File: config.mk
export PLATFORM = sky130hd
export DESIGN_NAME = uart_echo_top
export DESIGN_NICKNAME = d
export VERILOG_FILES = /design/src/rtl/uart_echo_pkg.sv /design/src/rtl/echo_ctrl.sv /design/src/rtl/sync_fifo.sv /design/src/rtl/uart_echo_top.sv /design/src/rtl/uart_regs.sv /design/src/rtl/uart_rx.sv /design/src/rtl/uart_tx.sv
export SDC_FILE = /design/constraint.sdc
export NUM_CORES = 1
export LEC_CHECK = 0
export ABC_AREA = 1
export BUFFER_PORTS_ARGS = -buffer_cell sky130_fd_sc_hd__buf_2
export CAP_MARGIN = 20
export CORE_ASPECT_RATIO = 1.75
export CORE_UTILIZATION = 40
export CTS_BUF_LIST = sky130_fd_sc_hd__clkbuf_8
export DETAILED_ROUTE_END_ITERATION = 6
export GPL_TIMING_DRIVEN = 0
export PLACE_DENSITY = 0.61
export SYNTH_ARGS = -nofsm -noshare
export SYNTH_HDL_FRONTEND = slang
export SYNTH_SLANG_ARGS = --single-unit
export TNS_END_PERCENT = 50
File: constraint.sdc
create_clock -name i_pll_clk -period 3.25 [get_ports i_pll_clk]
set_input_delay 0.65 -clock i_pll_clk [delete_from_list [all_inputs] [get_ports i_pll_clk]]
set_output_delay 0.65 -clock i_pll_clk [all_outputs]
set_load 0.1 [all_outputs]
File: src/rtl/uart_echo_pkg.sv
// register map, timing constants, APB request/response structs, read-word union, irq flags
package uart_echo_pkg;

    localparam logic [7:0] ADDR_BAUD_L   = 8'h00;
    localparam logic [7:0] ADDR_BAUD_H   = 8'h01;
    localparam logic [7:0] ADDR_INT_EN   = 8'h02;
    localparam logic [7:0] ADDR_INT_PEND = 8'h03;   // write 1 to clear
    localparam logic [7:0] ADDR_STATUS   = 8'h04;
    localparam logic [7:0] ADDR_DATA     = 8'h05;   // read pops rx, write pushes tx

    localparam logic [15:0] BAUD_DIV   = 16'd16;    // clocks per bit, sim speed
    localparam logic [31:0] ECHO_GAP   = 32'd64;    // hold time before the echo write
    localparam int          FIFO_DEPTH = 8;
    localparam int          FIFO_AW    = $clog2(FIFO_DEPTH);

    typedef struct packed {
        logic       psel;
        logic       penable;
        logic       pwrite;
        logic [7:0] paddr;
        logic [7:0] pwdata;
    } apb_req_t;

    // bit 0 is rx_avail, bit 1 is tx_full
    typedef struct packed {
        logic [3:0] rsvd;
        logic       frame_err;
        logic       rx_overrun;
        logic       tx_full;
        logic       rx_avail;
    } uart_status_t;

    typedef union packed {
        uart_status_t status;   // view of ADDR_STATUS
        logic [7:0]   data;     // view of every other register
    } uart_word_u;

    typedef struct packed {
        logic       pready;
        logic       pslverr;
        uart_word_u prdata;
    } apb_rsp_t;

    typedef struct packed {
        logic tx;
        logic rx;               // lsb, matches bit 0 of INT_EN / INT_PEND
    } irq_t;

endpackage

File: src/rtl/echo_ctrl.sv
// APB master FSM: configures the UART, polls status, reads and echoes bytes, drives the LED
module echo_ctrl (
    input  logic                    i_pll_clk,
    input  logic                    i_rst_n,
    output uart_echo_pkg::apb_req_t o_req,
    input  uart_echo_pkg::apb_rsp_t i_rsp,
    input  uart_echo_pkg::irq_t     i_irq,
    output logic                    o_led
);
    import uart_echo_pkg::*;

    enum logic [3:0] {
        ST_BAUD_L,
        ST_BAUD_H,
        ST_INT_EN,
        ST_POLL,
        ST_CHECK,
        ST_RD_DATA,
        ST_GAP,
        ST_WR_DATA,
        ST_CLR_INT,
        ST_XFER
    } state, ret_state;                 // ret_state resumes after a transfer

    uart_word_u  rd_word;
    logic [31:0] gap_cnt;

    function automatic apb_req_t apb_setup(input logic       wr,
                                           input logic [7:0] addr,
                                           input logic [7:0] wdata);
        return '{psel: 1'b1, penable: 1'b0, pwrite: wr, paddr: addr, pwdata: wdata};
    endfunction

    always_ff @(posedge i_pll_clk) begin
        if (!i_rst_n) begin
            state     <= ST_BAUD_L;
            ret_state <= ST_BAUD_L;
            o_req     <= '0;
            gap_cnt   <= '0;
            o_led     <= 1'b0;
        end else begin
            o_led <= |i_irq;
            case (state)
                ST_BAUD_L: begin
                    o_req     <= apb_setup(1'b1, ADDR_BAUD_L, BAUD_DIV[7:0]);
                    ret_state <= ST_BAUD_H;
                    state     <= ST_XFER;
                end
                ST_BAUD_H: begin
                    o_req     <= apb_setup(1'b1, ADDR_BAUD_H, BAUD_DIV[15:8]);
                    ret_state <= ST_INT_EN;
                    state     <= ST_XFER;
                end
                ST_INT_EN: begin
                    o_req     <= apb_setup(1'b1, ADDR_INT_EN, 8'h03);  // rx and tx
                    ret_state <= ST_POLL;
                    state     <= ST_XFER;
                end
                ST_POLL: begin
                    o_req     <= apb_setup(1'b0, ADDR_STATUS, 8'h00);
                    ret_state <= ST_CHECK;
                    state     <= ST_XFER;
                end
                ST_CHECK: begin
                    if (rd_word.status.rx_avail && !rd_word.status.tx_full) begin
                        state <= ST_RD_DATA;
                    end else begin
                        state <= ST_POLL;
                    end
                end
                ST_RD_DATA: begin
                    o_req     <= apb_setup(1'b0, ADDR_DATA, 8'h00);
                    gap_cnt   <= ECHO_GAP;
                    ret_state <= ST_GAP;
                    state     <= ST_XFER;
                end
                ST_GAP: begin
                    if (gap_cnt == '0) begin
                        state <= ST_WR_DATA;
                    end else begin
                        gap_cnt <= gap_cnt - 1'b1;
                    end
                end
                ST_WR_DATA: begin
                    o_req     <= apb_setup(1'b1, ADDR_DATA, rd_word.data);
                    ret_state <= ST_CLR_INT;
                    state     <= ST_XFER;
                end
                ST_CLR_INT: begin
                    o_req     <= apb_setup(1'b1, ADDR_INT_PEND, 8'h03);  // w1c both
                    ret_state <= ST_POLL;
                    state     <= ST_XFER;
                end
                ST_XFER: begin
                    if (!o_req.penable) begin
                        o_req.penable <= 1'b1;             // access phase
                    end else if (i_rsp.pready) begin
                        o_req.psel    <= 1'b0;
                        o_req.penable <= 1'b0;
                        state         <= ret_state;
                    end
                end
                default: state <= ST_BAUD_L;
            endcase
        end
    end

    // last read word, status or data byte
    always_ff @(posedge i_pll_clk) begin
        if (state == ST_XFER && o_req.penable && i_rsp.pready && !o_req.pwrite) begin
            rd_word <= i_rsp.prdata;
        end
    end

    a_apb_stable: assert property (@(posedge i_pll_clk) disable iff (!i_rst_n)
        o_req.psel && o_req.penable |->
            $stable(o_req.paddr) && $stable(o_req.pwdata) && $stable(o_req.pwrite));

endmodule

File: src/rtl/sync_fifo.sv
// single-clock byte FIFO: circular buffer, read and write pointers, count, full/empty flags
module sync_fifo (
    input  logic       i_pll_clk,
    input  logic       i_rst_n,
    input  logic       i_push,
    input  logic       i_pop,
    input  logic [7:0] i_data,
    output logic [7:0] o_data,
    output logic       o_full,
    output logic       o_empty
);
    import uart_echo_pkg::*;

    logic [7:0]         mem [FIFO_DEPTH];
    logic [FIFO_AW-1:0] wr_ptr;
    logic [FIFO_AW-1:0] rd_ptr;
    logic [FIFO_AW:0]   count;

    assign o_data  = mem[rd_ptr];       // head word visible before the pop
    assign o_full  = (count == (FIFO_AW + 1)'(FIFO_DEPTH));
    assign o_empty = (count == '0);

    always_ff @(posedge i_pll_clk) begin
        if (i_push) begin
            mem[wr_ptr] <= i_data;
        end
    end

    always_ff @(posedge i_pll_clk) begin
        if (!i_rst_n) begin
            wr_ptr <= '0;
            rd_ptr <= '0;
            count  <= '0;
        end else begin
            if (i_push) begin
                wr_ptr <= (wr_ptr == FIFO_AW'(FIFO_DEPTH - 1)) ? '0 : wr_ptr + 1'b1;
            end
            if (i_pop) begin
                rd_ptr <= (rd_ptr == FIFO_AW'(FIFO_DEPTH - 1)) ? '0 : rd_ptr + 1'b1;
            end
            case ({i_push, i_pop})
                2'b10:   count <= count + 1'b1;
                2'b01:   count <= count - 1'b1;
                default: count <= count;        // both or neither
            endcase
        end
    end

    a_no_push_full: assert property (@(posedge i_pll_clk) disable iff (!i_rst_n)
        !(i_push && o_full));
    a_no_pop_empty: assert property (@(posedge i_pll_clk) disable iff (!i_rst_n)
        !(i_pop && o_empty));

endmodule

File: src/rtl/uart_echo_top.sv
// top level: APB controller, UART register block and the serial pins
module uart_echo_top (
    input  logic i_pll_clk,
    input  logic i_rst_n,
    input  logic i_rx,
    output logic o_tx,
    output logic o_led
);
    import uart_echo_pkg::*;

    apb_req_t apb_req;
    apb_rsp_t apb_rsp;
    irq_t     irq;

    echo_ctrl u_echo_ctrl (
        .i_pll_clk(i_pll_clk),
        .i_rst_n  (i_rst_n),
        .o_req    (apb_req),
        .i_rsp    (apb_rsp),
        .i_irq    (irq),
        .o_led    (o_led)
    );

    uart_regs u_uart_regs (
        .i_pll_clk(i_pll_clk),
        .i_rst_n  (i_rst_n),
        .i_req    (apb_req),
        .o_rsp    (apb_rsp),
        .o_irq    (irq),
        .i_rx     (i_rx),
        .o_tx     (o_tx)
    );

endmodule

File: src/rtl/uart_regs.sv
// APB register block with baud divider, irq enable and pending bits, sticky status, rx and tx FIFOs
module uart_regs (
    input  logic                    i_pll_clk,
    input  logic                    i_rst_n,
    input  uart_echo_pkg::apb_req_t i_req,
    output uart_echo_pkg::apb_rsp_t o_rsp,
    output uart_echo_pkg::irq_t     o_irq,
    input  logic                    i_rx,
    output logic                    o_tx
);
    import uart_echo_pkg::*;

    logic [15:0] baud_div;
    irq_t        int_en;
    irq_t        int_pend;
    logic        rx_overrun;
    logic        frame_err;
    logic        rx_valid;
    logic        rx_ferr;
    logic [7:0]  rx_byte;
    logic        rx_push;
    logic        rx_pop;
    logic        rx_full;
    logic        rx_empty;
    logic [7:0]  rx_data;
    logic        tx_push;
    logic        tx_pop;
    logic        tx_full;
    logic        tx_empty;
    logic [7:0]  tx_data;
    logic [19:0] tx_left;                                  // cycles left in the frame on o_tx
    logic        access;
    logic        wr;
    logic        rd;
    logic        addr_ok;
    uart_word_u  rd_word;

    assign access  = i_req.psel && i_req.penable;
    assign wr      = access && i_req.pwrite;
    assign rd      = access && !i_req.pwrite;
    assign addr_ok = i_req.paddr inside {ADDR_BAUD_L, ADDR_BAUD_H, ADDR_INT_EN,
                                         ADDR_INT_PEND, ADDR_STATUS, ADDR_DATA};
    assign rx_push = rx_valid && !rx_full;                 // full fifo drops the byte
    assign rx_pop  = rd && (i_req.paddr == ADDR_DATA) && !rx_empty;
    assign tx_push = wr && (i_req.paddr == ADDR_DATA) && !tx_full;
    assign o_irq   = int_pend & int_en;

    assign o_rsp.pready  = access;                         // zero wait states
    assign o_rsp.pslverr = access && (!addr_ok ||
                           (i_req.pwrite && i_req.paddr == ADDR_DATA && tx_full));
    assign o_rsp.prdata  = rd_word;

    always_comb begin
        rd_word = '0;
        case (i_req.paddr)
            ADDR_BAUD_L:   rd_word.data = baud_div[7:0];
            ADDR_BAUD_H:   rd_word.data = baud_div[15:8];
            ADDR_INT_EN:   rd_word.data = {6'd0, int_en};
            ADDR_INT_PEND: rd_word.data = {6'd0, int_pend};
            ADDR_STATUS: begin
                rd_word.status.rx_avail   = !rx_empty;
                rd_word.status.tx_full    = tx_full;
                rd_word.status.rx_overrun = rx_overrun;
                rd_word.status.frame_err  = frame_err;
            end
            ADDR_DATA:     rd_word.data = rx_empty ? 8'h00 : rx_data;
            default:       rd_word = '0;            // unknown address reads zero
        endcase
    end

    always_ff @(posedge i_pll_clk) begin
        if (!i_rst_n) begin
            baud_div   <= '0;
            int_en     <= '0;
            int_pend   <= '0;
            rx_overrun <= 1'b0;
            frame_err  <= 1'b0;
            tx_left    <= '0;
        end else begin
            if (wr) begin
                case (i_req.paddr)
                    ADDR_BAUD_L:   baud_div[7:0]  <= i_req.pwdata;
                    ADDR_BAUD_H:   baud_div[15:8] <= i_req.pwdata;
                    ADDR_INT_EN:   int_en         <= i_req.pwdata[1:0];
                    ADDR_INT_PEND: int_pend       <= int_pend & ~i_req.pwdata[1:0];
                    default:       ;
                endcase
            end
            if (rd && i_req.paddr == ADDR_STATUS) begin    // sticky bits clear on read
                rx_overrun <= 1'b0;
                frame_err  <= 1'b0;
            end
            if (tx_pop) begin
                tx_left <= 20'(baud_div) * 20'd10;         // ten bit-times per frame
            end else if (tx_left != '0) begin
                tx_left <= tx_left - 1'b1;
            end
            // new events win over a same-cycle clear
            if (rx_push)             int_pend.rx <= 1'b1;
            if (tx_left == 20'd1)    int_pend.tx <= 1'b1;  // stop bit done
            if (rx_valid && rx_full) rx_overrun  <= 1'b1;
            if (rx_ferr)             frame_err   <= 1'b1;
        end
    end

    uart_rx u_uart_rx (
        .i_pll_clk  (i_pll_clk),
        .i_rst_n    (i_rst_n),
        .i_rx       (i_rx),
        .i_baud_div (baud_div),
        .o_valid    (rx_valid),
        .o_frame_err(rx_ferr),
        .o_byte     (rx_byte)
    );

    sync_fifo u_rx_fifo (
        .i_pll_clk(i_pll_clk),
        .i_rst_n  (i_rst_n),
        .i_push   (rx_push),
        .i_pop    (rx_pop),
        .i_data   (rx_byte),
        .o_data   (rx_data),
        .o_full   (rx_full),
        .o_empty  (rx_empty)
    );

    sync_fifo u_tx_fifo (
        .i_pll_clk(i_pll_clk),
        .i_rst_n  (i_rst_n),
        .i_push   (tx_push),
        .i_pop    (tx_pop),
        .i_data   (i_req.pwdata),
        .o_data   (tx_data),
        .o_full   (tx_full),
        .o_empty  (tx_empty)
    );

    uart_tx u_uart_tx (
        .i_pll_clk (i_pll_clk),
        .i_rst_n   (i_rst_n),
        .i_baud_div(baud_div),
        .i_empty   (tx_empty),
        .i_byte    (tx_data),
        .o_pop     (tx_pop),
        .o_tx      (o_tx)
    );

    // ready only in an access phase that follows a setup phase
    a_pready_access: assert property (@(posedge i_pll_clk) disable iff (!i_rst_n)
        o_rsp.pready |-> i_req.psel && i_req.penable && $past(i_req.psel && !i_req.penable));

endmodule

File: src/rtl/uart_rx.sv
// serial receiver with two-flop synchronizer, start detect, mid-bit sampling and stop-bit check
module uart_rx (
    input  logic        i_pll_clk,
    input  logic        i_rst_n,
    input  logic        i_rx,
    input  logic [15:0] i_baud_div,
    output logic        o_valid,
    output logic        o_frame_err,
    output logic [7:0]  o_byte
);
    enum logic [1:0] {RX_IDLE, RX_START, RX_DATA, RX_STOP} state;

    logic        rx_meta;
    logic        rx_sync;
    logic        rx_prev;
    logic [15:0] cnt;
    logic [2:0]  bit_idx;
    logic [7:0]  shreg;

    assign o_byte = shreg;

    always_ff @(posedge i_pll_clk) begin
        if (!i_rst_n) begin
            rx_meta <= 1'b1;                       // line idles high
            rx_sync <= 1'b1;
            rx_prev <= 1'b1;
        end else begin
            rx_meta <= i_rx;
            rx_sync <= rx_meta;
            rx_prev <= rx_sync;
        end
    end

    always_ff @(posedge i_pll_clk) begin
        if (!i_rst_n) begin
            state       <= RX_IDLE;
            cnt         <= '0;
            bit_idx     <= '0;
            o_valid     <= 1'b0;
            o_frame_err <= 1'b0;
        end else begin
            o_valid     <= 1'b0;
            o_frame_err <= 1'b0;
            case (state)
                RX_IDLE: begin
                    if (rx_prev && !rx_sync) begin    // falling edge of start bit
                        cnt   <= {1'b0, i_baud_div[15:1]};
                        state <= RX_START;
                    end
                end
                RX_START: begin
                    if (cnt != '0) begin
                        cnt <= cnt - 1'b1;
                    end else if (!rx_sync) begin      // still low at mid start
                        cnt     <= i_baud_div - 1'b1;
                        bit_idx <= '0;
                        state   <= RX_DATA;
                    end else begin
                        state <= RX_IDLE;             // only a glitch
                    end
                end
                RX_DATA: begin
                    if (cnt != '0) begin
                        cnt <= cnt - 1'b1;
                    end else begin
                        cnt     <= i_baud_div - 1'b1;
                        bit_idx <= bit_idx + 1'b1;
                        if (bit_idx == 3'd7) begin
                            state <= RX_STOP;
                        end
                    end
                end
                RX_STOP: begin
                    if (cnt != '0) begin
                        cnt <= cnt - 1'b1;
                    end else begin
                        o_valid     <= rx_sync;       // mid stop bit
                        o_frame_err <= !rx_sync;
                        state       <= RX_IDLE;
                    end
                end
                default: state <= RX_IDLE;
            endcase
        end
    end

    // lsb arrives first
    always_ff @(posedge i_pll_clk) begin
        if (state == RX_DATA && cnt == '0) begin
            shreg <= {rx_sync, shreg[7:1]};
        end
    end

    // one result per frame, stop level still steady one cycle after the sample
    a_stop_result: assert property (@(posedge i_pll_clk) disable iff (!i_rst_n)
        (o_valid || o_frame_err) |-> (o_valid != o_frame_err) && (rx_sync == o_valid));

endmodule

File: src/rtl/uart_tx.sv
// serial transmitter: pops a byte when idle, sends start, 8 data bits lsb first, stop
module uart_tx (
    input  logic        i_pll_clk,
    input  logic        i_rst_n,
    input  logic [15:0] i_baud_div,
    input  logic        i_empty,
    input  logic [7:0]  i_byte,
    output logic        o_pop,
    output logic        o_tx
);
    enum logic {TX_IDLE, TX_SHIFT} state;

    logic [9:0]  shreg;                 // {stop, data, start}
    logic [15:0] cnt;
    logic [3:0]  bit_idx;

    assign o_pop = (state == TX_IDLE) && !i_empty;
    assign o_tx  = shreg[0];            // flop output, ones when idle

    always_ff @(posedge i_pll_clk) begin
        if (!i_rst_n) begin
            state   <= TX_IDLE;
            shreg   <= '1;
            cnt     <= '0;
            bit_idx <= '0;
        end else begin
            case (state)
                TX_IDLE: begin
                    if (o_pop) begin
                        shreg   <= {1'b1, i_byte, 1'b0};
                        cnt     <= i_baud_div - 1'b1;
                        bit_idx <= '0;
                        state   <= TX_SHIFT;
                    end
                end
                TX_SHIFT: begin
                    if (cnt != '0) begin
                        cnt <= cnt - 1'b1;
                    end else begin
                        shreg   <= {1'b1, shreg[9:1]};    // refill with idle level
                        cnt     <= i_baud_div - 1'b1;
                        bit_idx <= bit_idx + 1'b1;
                        if (bit_idx == 4'd9) begin         // stop bit done
                            state <= TX_IDLE;
                        end
                    end
                end
                default: state <= TX_IDLE;
            endcase
        end
    end

endmodule

==> results of run 1 <==
sequential cells by signal, summed over array words and instances, names as in the netlist, 8 cells and up, named ones only:
signal and count:
u_uart_regs.u_uart_tx.cnt 16, u_echo_ctrl.rd_word 8, u_uart_regs.tx_left 20, u_uart_regs.u_uart_rx.o_byte 8, u_uart_regs.baud_div 16, u_uart_regs.u_rx_fifo.mem 64
u_uart_regs.u_tx_fifo.mem 64, u_uart_regs.u_uart_tx.shreg 9, u_uart_regs.u_uart_rx.cnt 16, u_echo_ctrl.o_req 14, u_echo_ctrl.gap_cnt 32
layout make-up:
class / count / area (sq um)
flip-flops and latches: 323 / 7910
clock inverters: 37 / 200
diodes: 1 / 2.50
plain buffers: 67 / 313
multi-input cells: 1533 / 7720
well taps: 550 / 688
inverters: 223 / 842
clock buffers: 50 / 688
repair buffers: 11 / 65.1
fillers: 4155 / 22700
synthesized netlist by cell type, types with 8 or more instances:
master	number
o211ai_1	20
a211oi_1	8
nor2_2	8
nor3_1	18
nand4_1	26
xor2_1	37
nand3_1	163
o22ai_1	26
nand2_1	465
edfxtp_1	144
clkbuf_1	45
o221ai_1	15
inv_1	214
buf_2	13
or2_2	8
dfxtp_1	179
o21ai_0	144
nor2_1	324
ha_1	59
a21oi_1	150
cell usage in the layout, fill, tap and decap left out, types with 26 or more instances in the layout:
| master | instances |
|---|---|
| nand2_1 | 465 |
| nor2_1 | 324 |
| inv_1 | 231 |
| dfxtp_1 | 179 |
| nand3_1 | 163 |
| a21oi_1 | 150 |
| o21ai_0 | 144 |
| edfxtp_1 | 144 |
| ha_1 | 59 |
| clkbuf_8 | 50 |
| clkbuf_1 | 45 |
| xor2_1 | 37 |
| o22ai_1 | 26 |
| nand4_1 | 26 |
stage by stage:
stage                     power, W  worst slack (ns)
after floorplan            0.00925             0.976
after global placement      0.0107             0.281
after detailed placement    0.0108             0.189
after CTS                   0.0140             0.187
after global routing        0.0149            0.0140
final                       0.0139             0.228
worst min path at each step:
| stage | from | endpoint | cells past startpoint |
|---|---|---|---|
| 2_1_floorplan | u_uart_regs.u_uart_rx.rx_meta | u_uart_regs.u_uart_rx.rx_sync | 1 |
| 3_3_place_gp | u_uart_regs.u_uart_rx.rx_meta | u_uart_regs.u_uart_rx.rx_sync | 1 |
| 3_5_place_dp | u_uart_regs.u_uart_rx.rx_meta | u_uart_regs.u_uart_rx.rx_sync | 1 |
| 4_1_cts | i_rx | u_uart_regs.u_uart_rx.rx_meta | 2 |
| 5_1_grt | i_rx | u_uart_regs.u_uart_rx.rx_meta | 2 |
| 6_report | i_rx | u_uart_regs.u_uart_rx.rx_meta | 2 |
power breakdown:
group,switching [W],leakage (nW),total (W),internal [W]
Combinational,0.00388,4.62,0.00567,0.00179
Clock,0.00162,0.517,0.00314,0.00152
Sequential,0.000404,2.76,0.00510,0.00469
routing by layer:
layer | global-route usage [%] | wire length [um] | vias to the layer above
met5 | 0 | 11 | -
met4 | 15.7 | 3250 | 2
met3 | 3.47 | 2060 | 172
met2 | 45.3 | 26600 | 394
met1 | 22.3 | 17400 | 6858
li1 | - | - | 7293
critical path, stage by stage, from the launching register on:
cell and delay (ns):
dfxtp_1 0.50, clkinvlp_4 0.33, nand2_1 0.20, inv_1 0.16, clkbuf_1 0.33, ha_1 0.35
ha_1 0.34, nand2_1 0.07, nor2_1 0.04, a211oi_1 0.27, xor2_1 0.18, nand2_1 0.07
a21oi_1 0.12
cell families (layout without fill, tap and decap cells):
family | count (synthesis) | in the layout
simple gates | 1035 | 1035
compound gates | 392 | 392
flops | 323 | 323
buf+inv | 290 | 388
fa+ha+maj | 62 | 62
xor+xnor | 44 | 44
other cells | 0 | 1
==> impl_metrics.csv, run 1 <==
group,metric,value,unit
logic_synthesis,syn_inst,2146,
sta,setup_violations,0,
routing,drc,0,
logic_synthesis,synth-seq-area-share,47.1,%
critical_path,cp-start-kind,"register",
cts,h-tree-depth,2,
routing,ant_nets,0,
critical_path,r2r_end,"u_uart_regs.u_tx_fifo.count[3]",
sta,worst_pin_slew,1.11,ns
logic_synthesis,synth_top_cell_by_area,"edfxtp_1",
cts,cts_setup_buffers,0,
final_layout,finish.utilization,44.9,%
critical_path,critical_path_class,"reg -> reg",
floorplan,die_w,157,um
critical_path,cp-end-kind,"register",
placement,hpwl,37.2,mm
global_route,antenna_found_initial,2,
logic_synthesis,ys_top_cells_by_area,"edfxtp_1 (26%), dfxtp_1 (21%), nand2_1 (10%), nor2_1 (7.2%), nand3_1 (4.9%)",
floorplan,die_area,42800,sq um
routing,viasPerCell,5.27,
cts,clk_latency,0.62,ns
floorplan,io_pins,5,
logic_synthesis,synth_top_area_share,25.8,%
min_path,hp-class,"in -> reg",
critical_path,cp-startpoint,"u_uart_regs.u_uart_tx.state",
sta,rsz0062_at_grt,"false",
routing,totalWireLength,49.3,mm
final_layout,syn_to_final_growth,9.82,%
logic_synthesis,synth_seq_cells,323,
placement,dpl_cell_area,17500,sq um
sta,fmax,0.331,GHz
logic_synthesis,synth_mux_area_share,0,%
floorplan,core.rowCount,98,
final_layout,finalNonFillerCells,2795,
logic_synthesis,synth_edf_count,144,
logic_synthesis,ys.warnings.count,0,
floorplan,start_util,40.8,%
critical_path,reg2reg_slack,0.23,ns
critical_path,cp_max_fo,10,
global_route,grt_pass1_wl,76.9,mm
sta,max_slew_margin,25.6,%
logic_synthesis,synthXorXnorAreaFrac,2.30,%
floorplan,die_h,273,um
cts,clockBufferDepth,3,
critical_path,cp_data_arrival_time,3.57,ns
global_route,grt_pass1_vias,14700,
sta,hold_ws,0.249,ns
final_layout,stdcell_area,18400,sq um
logic_synthesis,synthAdderAreaFrac,4.76,%
sta,slew_viol_final,0,
placement,io_buffers,4,
cts,path_clk_slew,0.07,ns
cts,cts_root_buffer,"clkbuf_8",
sta,finalCriticalPeriod,3.02,ns
cts,cts_inserted_buffers,47,
logic_synthesis,synth_area_per_cell,7.82,sq um
cts,numClockSinks,323,
cts,cts_tree,"yes",
routing,num_vias,14700,
power_and_ir_drop,ir_worst_vdd,0.414,mV
critical_path,rr_worst_depth,12,
logic_synthesis,synth_compound_area_share,13.1,%
critical_path,worstSetupEndpoint,"u_uart_regs.u_tx_fifo.count[3]",
logic_synthesis,syn_nets,2211,
global_route,track_usage,23.4,%
global_route,grt_max_degree,15,
power_and_ir_drop,power_density,755,nW/um^2
final_layout,fin_nets,2271,
logic_synthesis,synth_area,16800,sq um
sta,post-route-period-util,93.0,%
sta,skew,0.0327,ns
floorplan,core_region_area,41100,sq um
run,drv_cap,0,
logic_synthesis,synth_top_family_by_area,"simple AND/OR/NAND/NOR gates",
sta,hold_viol_final,0,
status,status,"complete, no violations",
cts,cts.hold.buffers_added,0,
logic_synthesis,synth.distinct_cells,51,
global_route,grt_overflow,0,
cts,cts_resized,0,
logic_synthesis,synthSimpleGateAreaFrac,25.8,%
sta,tns,0,ns
critical_path,reg2reg_from,"u_uart_regs.u_uart_tx.state",
routing,drt_pass1_iterations,5,
placement,placed_cells,2707,
critical_path,critical_path_required,3.80,ns
routing,drt_iter0_markers,749,
final_layout,drive_above_1_share,5.66,%
routing,avgRoutedWirePerCell,17.6,um
logic_synthesis,async_flop_share,0,%
placement,gp_congestion,0.953,
power_and_ir_drop,cellLeakagePower,7.89,nW
logic_synthesis,ys.flop_type,"dfxtp_1",
Power figures use the tool's default switching activity.
==> inputs of run 2 (changes only) <==
==> constraint.sdc (replaced) <==
create_clock -name i_pll_clk -period 3.25 [get_ports i_pll_clk]
set_input_delay 0.325 -clock i_pll_clk [delete_from_list [all_inputs] [get_ports i_pll_clk]]
set_output_delay 0.325 -clock i_pll_clk [all_outputs]
set_load 0.1 [all_outputs]
==> impl_metrics.csv, run 2 (synthesized netlist as in run 1, its figures left out) <==
group,metric,value,unit
floorplan,io_pins,5,
routing,totalWireLength,49.1,mm
critical_path,critical_path_required,3.80,ns
run,drv_cap,0,
global_route,grt_overflow,0,
floorplan,core_region_area,41100,sq um
floorplan,die_h,273,um
final_layout,final_common_cell,"nand2_1",
routing,viasPerCell,5.26,
critical_path,critical_path_class,"reg -> reg",
floorplan,start_util,40.8,%
placement,hpwl,37.2,mm
routing,avgRoutedWirePerCell,17.6,um
sta,max_slew_margin,26.1,%
global_route,grt_pass1_vias,14800,
power_and_ir_drop,cellLeakagePower,7.90,nW
sta,tns,0,ns
routing,drc,0,
cts,cts_root_buffer,"clkbuf_8",
final_layout,layout_common_cells,"nand2_1 (465), nor2_1 (324), inv_1 (231), dfxtp_1 (179), nand3_1 (163)",
final_layout,syn_to_final_growth,9.88,%
routing,num_vias,14700,
placement,io_buffers,4,
floorplan,die_area,42800,sq um
sta,hold_viol_final,0,
global_route,track_usage,23.4,%
cts,h-tree-depth,2,
cts,numClockSinks,323,
cts,cts_setup_buffers,0,
routing,drt_iter0_markers,775,
routing,drt_pass1_iterations,5,
cts,clk_latency,0.62,ns
placement,pre_cts_slack,0.189,ns
routing,ant_nets,0,
final_layout,reg_top3,"u_uart_regs.u_rx_fifo.mem (64), u_uart_regs.u_tx_fifo.mem (64), u_echo_ctrl.gap_cnt (32)",
sta,fin_ws,0.258,ns
sta,rsz0062_at_grt,"false",
final_layout,drive_above_1_share,5.66,%
final_layout,fin_nets,2272,
sta,skew,0.0342,ns
final_layout,finish.utilization,44.9,%
min_path,hp-class,"in -> reg",
sta,finalCriticalPeriod,2.99,ns
placement,gp_congestion,0.953,
final_layout,seq_area,7910,sq um
sta,setup_violations,0,
sta,post-route-period-util,92.1,%
critical_path,cp-start-kind,"register",
global_route,antenna_found_initial,2,
sta,fmax,0.334,GHz
cts,cts_inserted_buffers,47,
final_layout,multi_input_area,7720,sq um
final_layout,nFillCells,4154,
global_route,grt_max_degree,15,
cts,cts_tree,"yes",
critical_path,cp_max_fo,10,
power_and_ir_drop,power_density,755,nW/um^2
sta,slew_viol_final,0,
floorplan,die_w,157,um
critical_path,cp_data_arrival_time,3.54,ns
status,status,"complete, no violations",
sta,worst_pin_slew,1.10,ns
cts,clockBufferDepth,3,
power_and_ir_drop,ir_worst_vdd,0.411,mV
cts,path_clk_slew,0.07,ns
global_route,grt_pass1_wl,76.9,mm
critical_path,cp-end-kind,"register",
floorplan,core.rowCount,98,
==> run 2: routing by layer <==
layer,part of all wire [%],track usage [%],up-vias
met4,6.6,15.7,2
met2,54,45.3,385
met1,35,22.3,6843
met5,0.022,0,-
met3,4.1,3.47,172
li1,-,-,7293
==> run 2: worst paths after layout <==
path | startpoint | to | slack [ns] | depth (start not counted)
min reg2reg | u_uart_regs.u_uart_rx.rx_meta | u_uart_regs.u_uart_rx.rx_sync | 0.41 | 1
max reg2reg | u_uart_regs.u_uart_tx.state | u_uart_regs.u_tx_fifo.count[3] | 0.26 | 12
min | i_rst_n | u_echo_ctrl.gap_cnt[3] | 0.24 | 5
max | u_uart_regs.u_uart_tx.state | u_uart_regs.u_tx_fifo.count[3] | 0.26 | 12
==> run 2: critical path: stages (launching register included) <==
cell	delay, ns
dfxtp_1	0.50
clkinvlp_4	0.32
nand2_1	0.20
inv_1	0.16
clkbuf_1	0.32
ha_1	0.35
ha_1	0.34
nand2_1	0.07
nor2_1	0.04
a211oi_1	0.27
xor2_1	0.18
nand2_1	0.07
a21oi_1	0.12
==> run 2: layout make-up <==
cell class	instances	share of cell area, %
Buffer	67	1.70
Inverter	223	4.57
Tap cell	550	3.73
Clock buffer	50	3.73
Timing Repair Buffer	12	0.407
Antenna cell	1	0.0136
Clock inverter	37	1.09
Sequential cell	323	42.9
Multi-Input combinational cell	1533	41.9
==> run 2: where the power goes <==
part / leakage [nW] / internal, W / total, W / switching (W)
Clock: 0.517 / 0.00152 / 0.00314 / 0.00162
Sequential: 2.76 / 0.00469 / 0.00509 / 0.000404
Combinational: 4.62 / 0.00179 / 0.00568 / 0.00389
Total: 7.90 / 0.00801 / 0.0139 / 0.00591
==> run 2: what timing repair did <==
item | 4_1_cts | 5_1_grt
hold buffers | 1 | 0
setup endpoints to repair | 0 | 1
hold endpoints to repair | 1 | 0
resized for setup | 0 | 1
==> run 2: through the flow <==
| stage | hold WS, ns | total power [W] | std cells | instance area [sq um] |
|---|---|---|---|---|
| after detailed placement | 0.400 | 0.0108 | 2707 | 17500 |
| after CTS | 0.200 | 0.0140 | 2795 | 18400 |
| after floorplan | 0.393 | 0.00925 | 2146 | 16800 |
| after global routing | 0.249 | 0.0149 | 2796 | 18400 |
| final | 0.240 | 0.0139 | 2796 | 18400 |
| after global placement | 0.395 | 0.0107 | 2700 | 17500 |
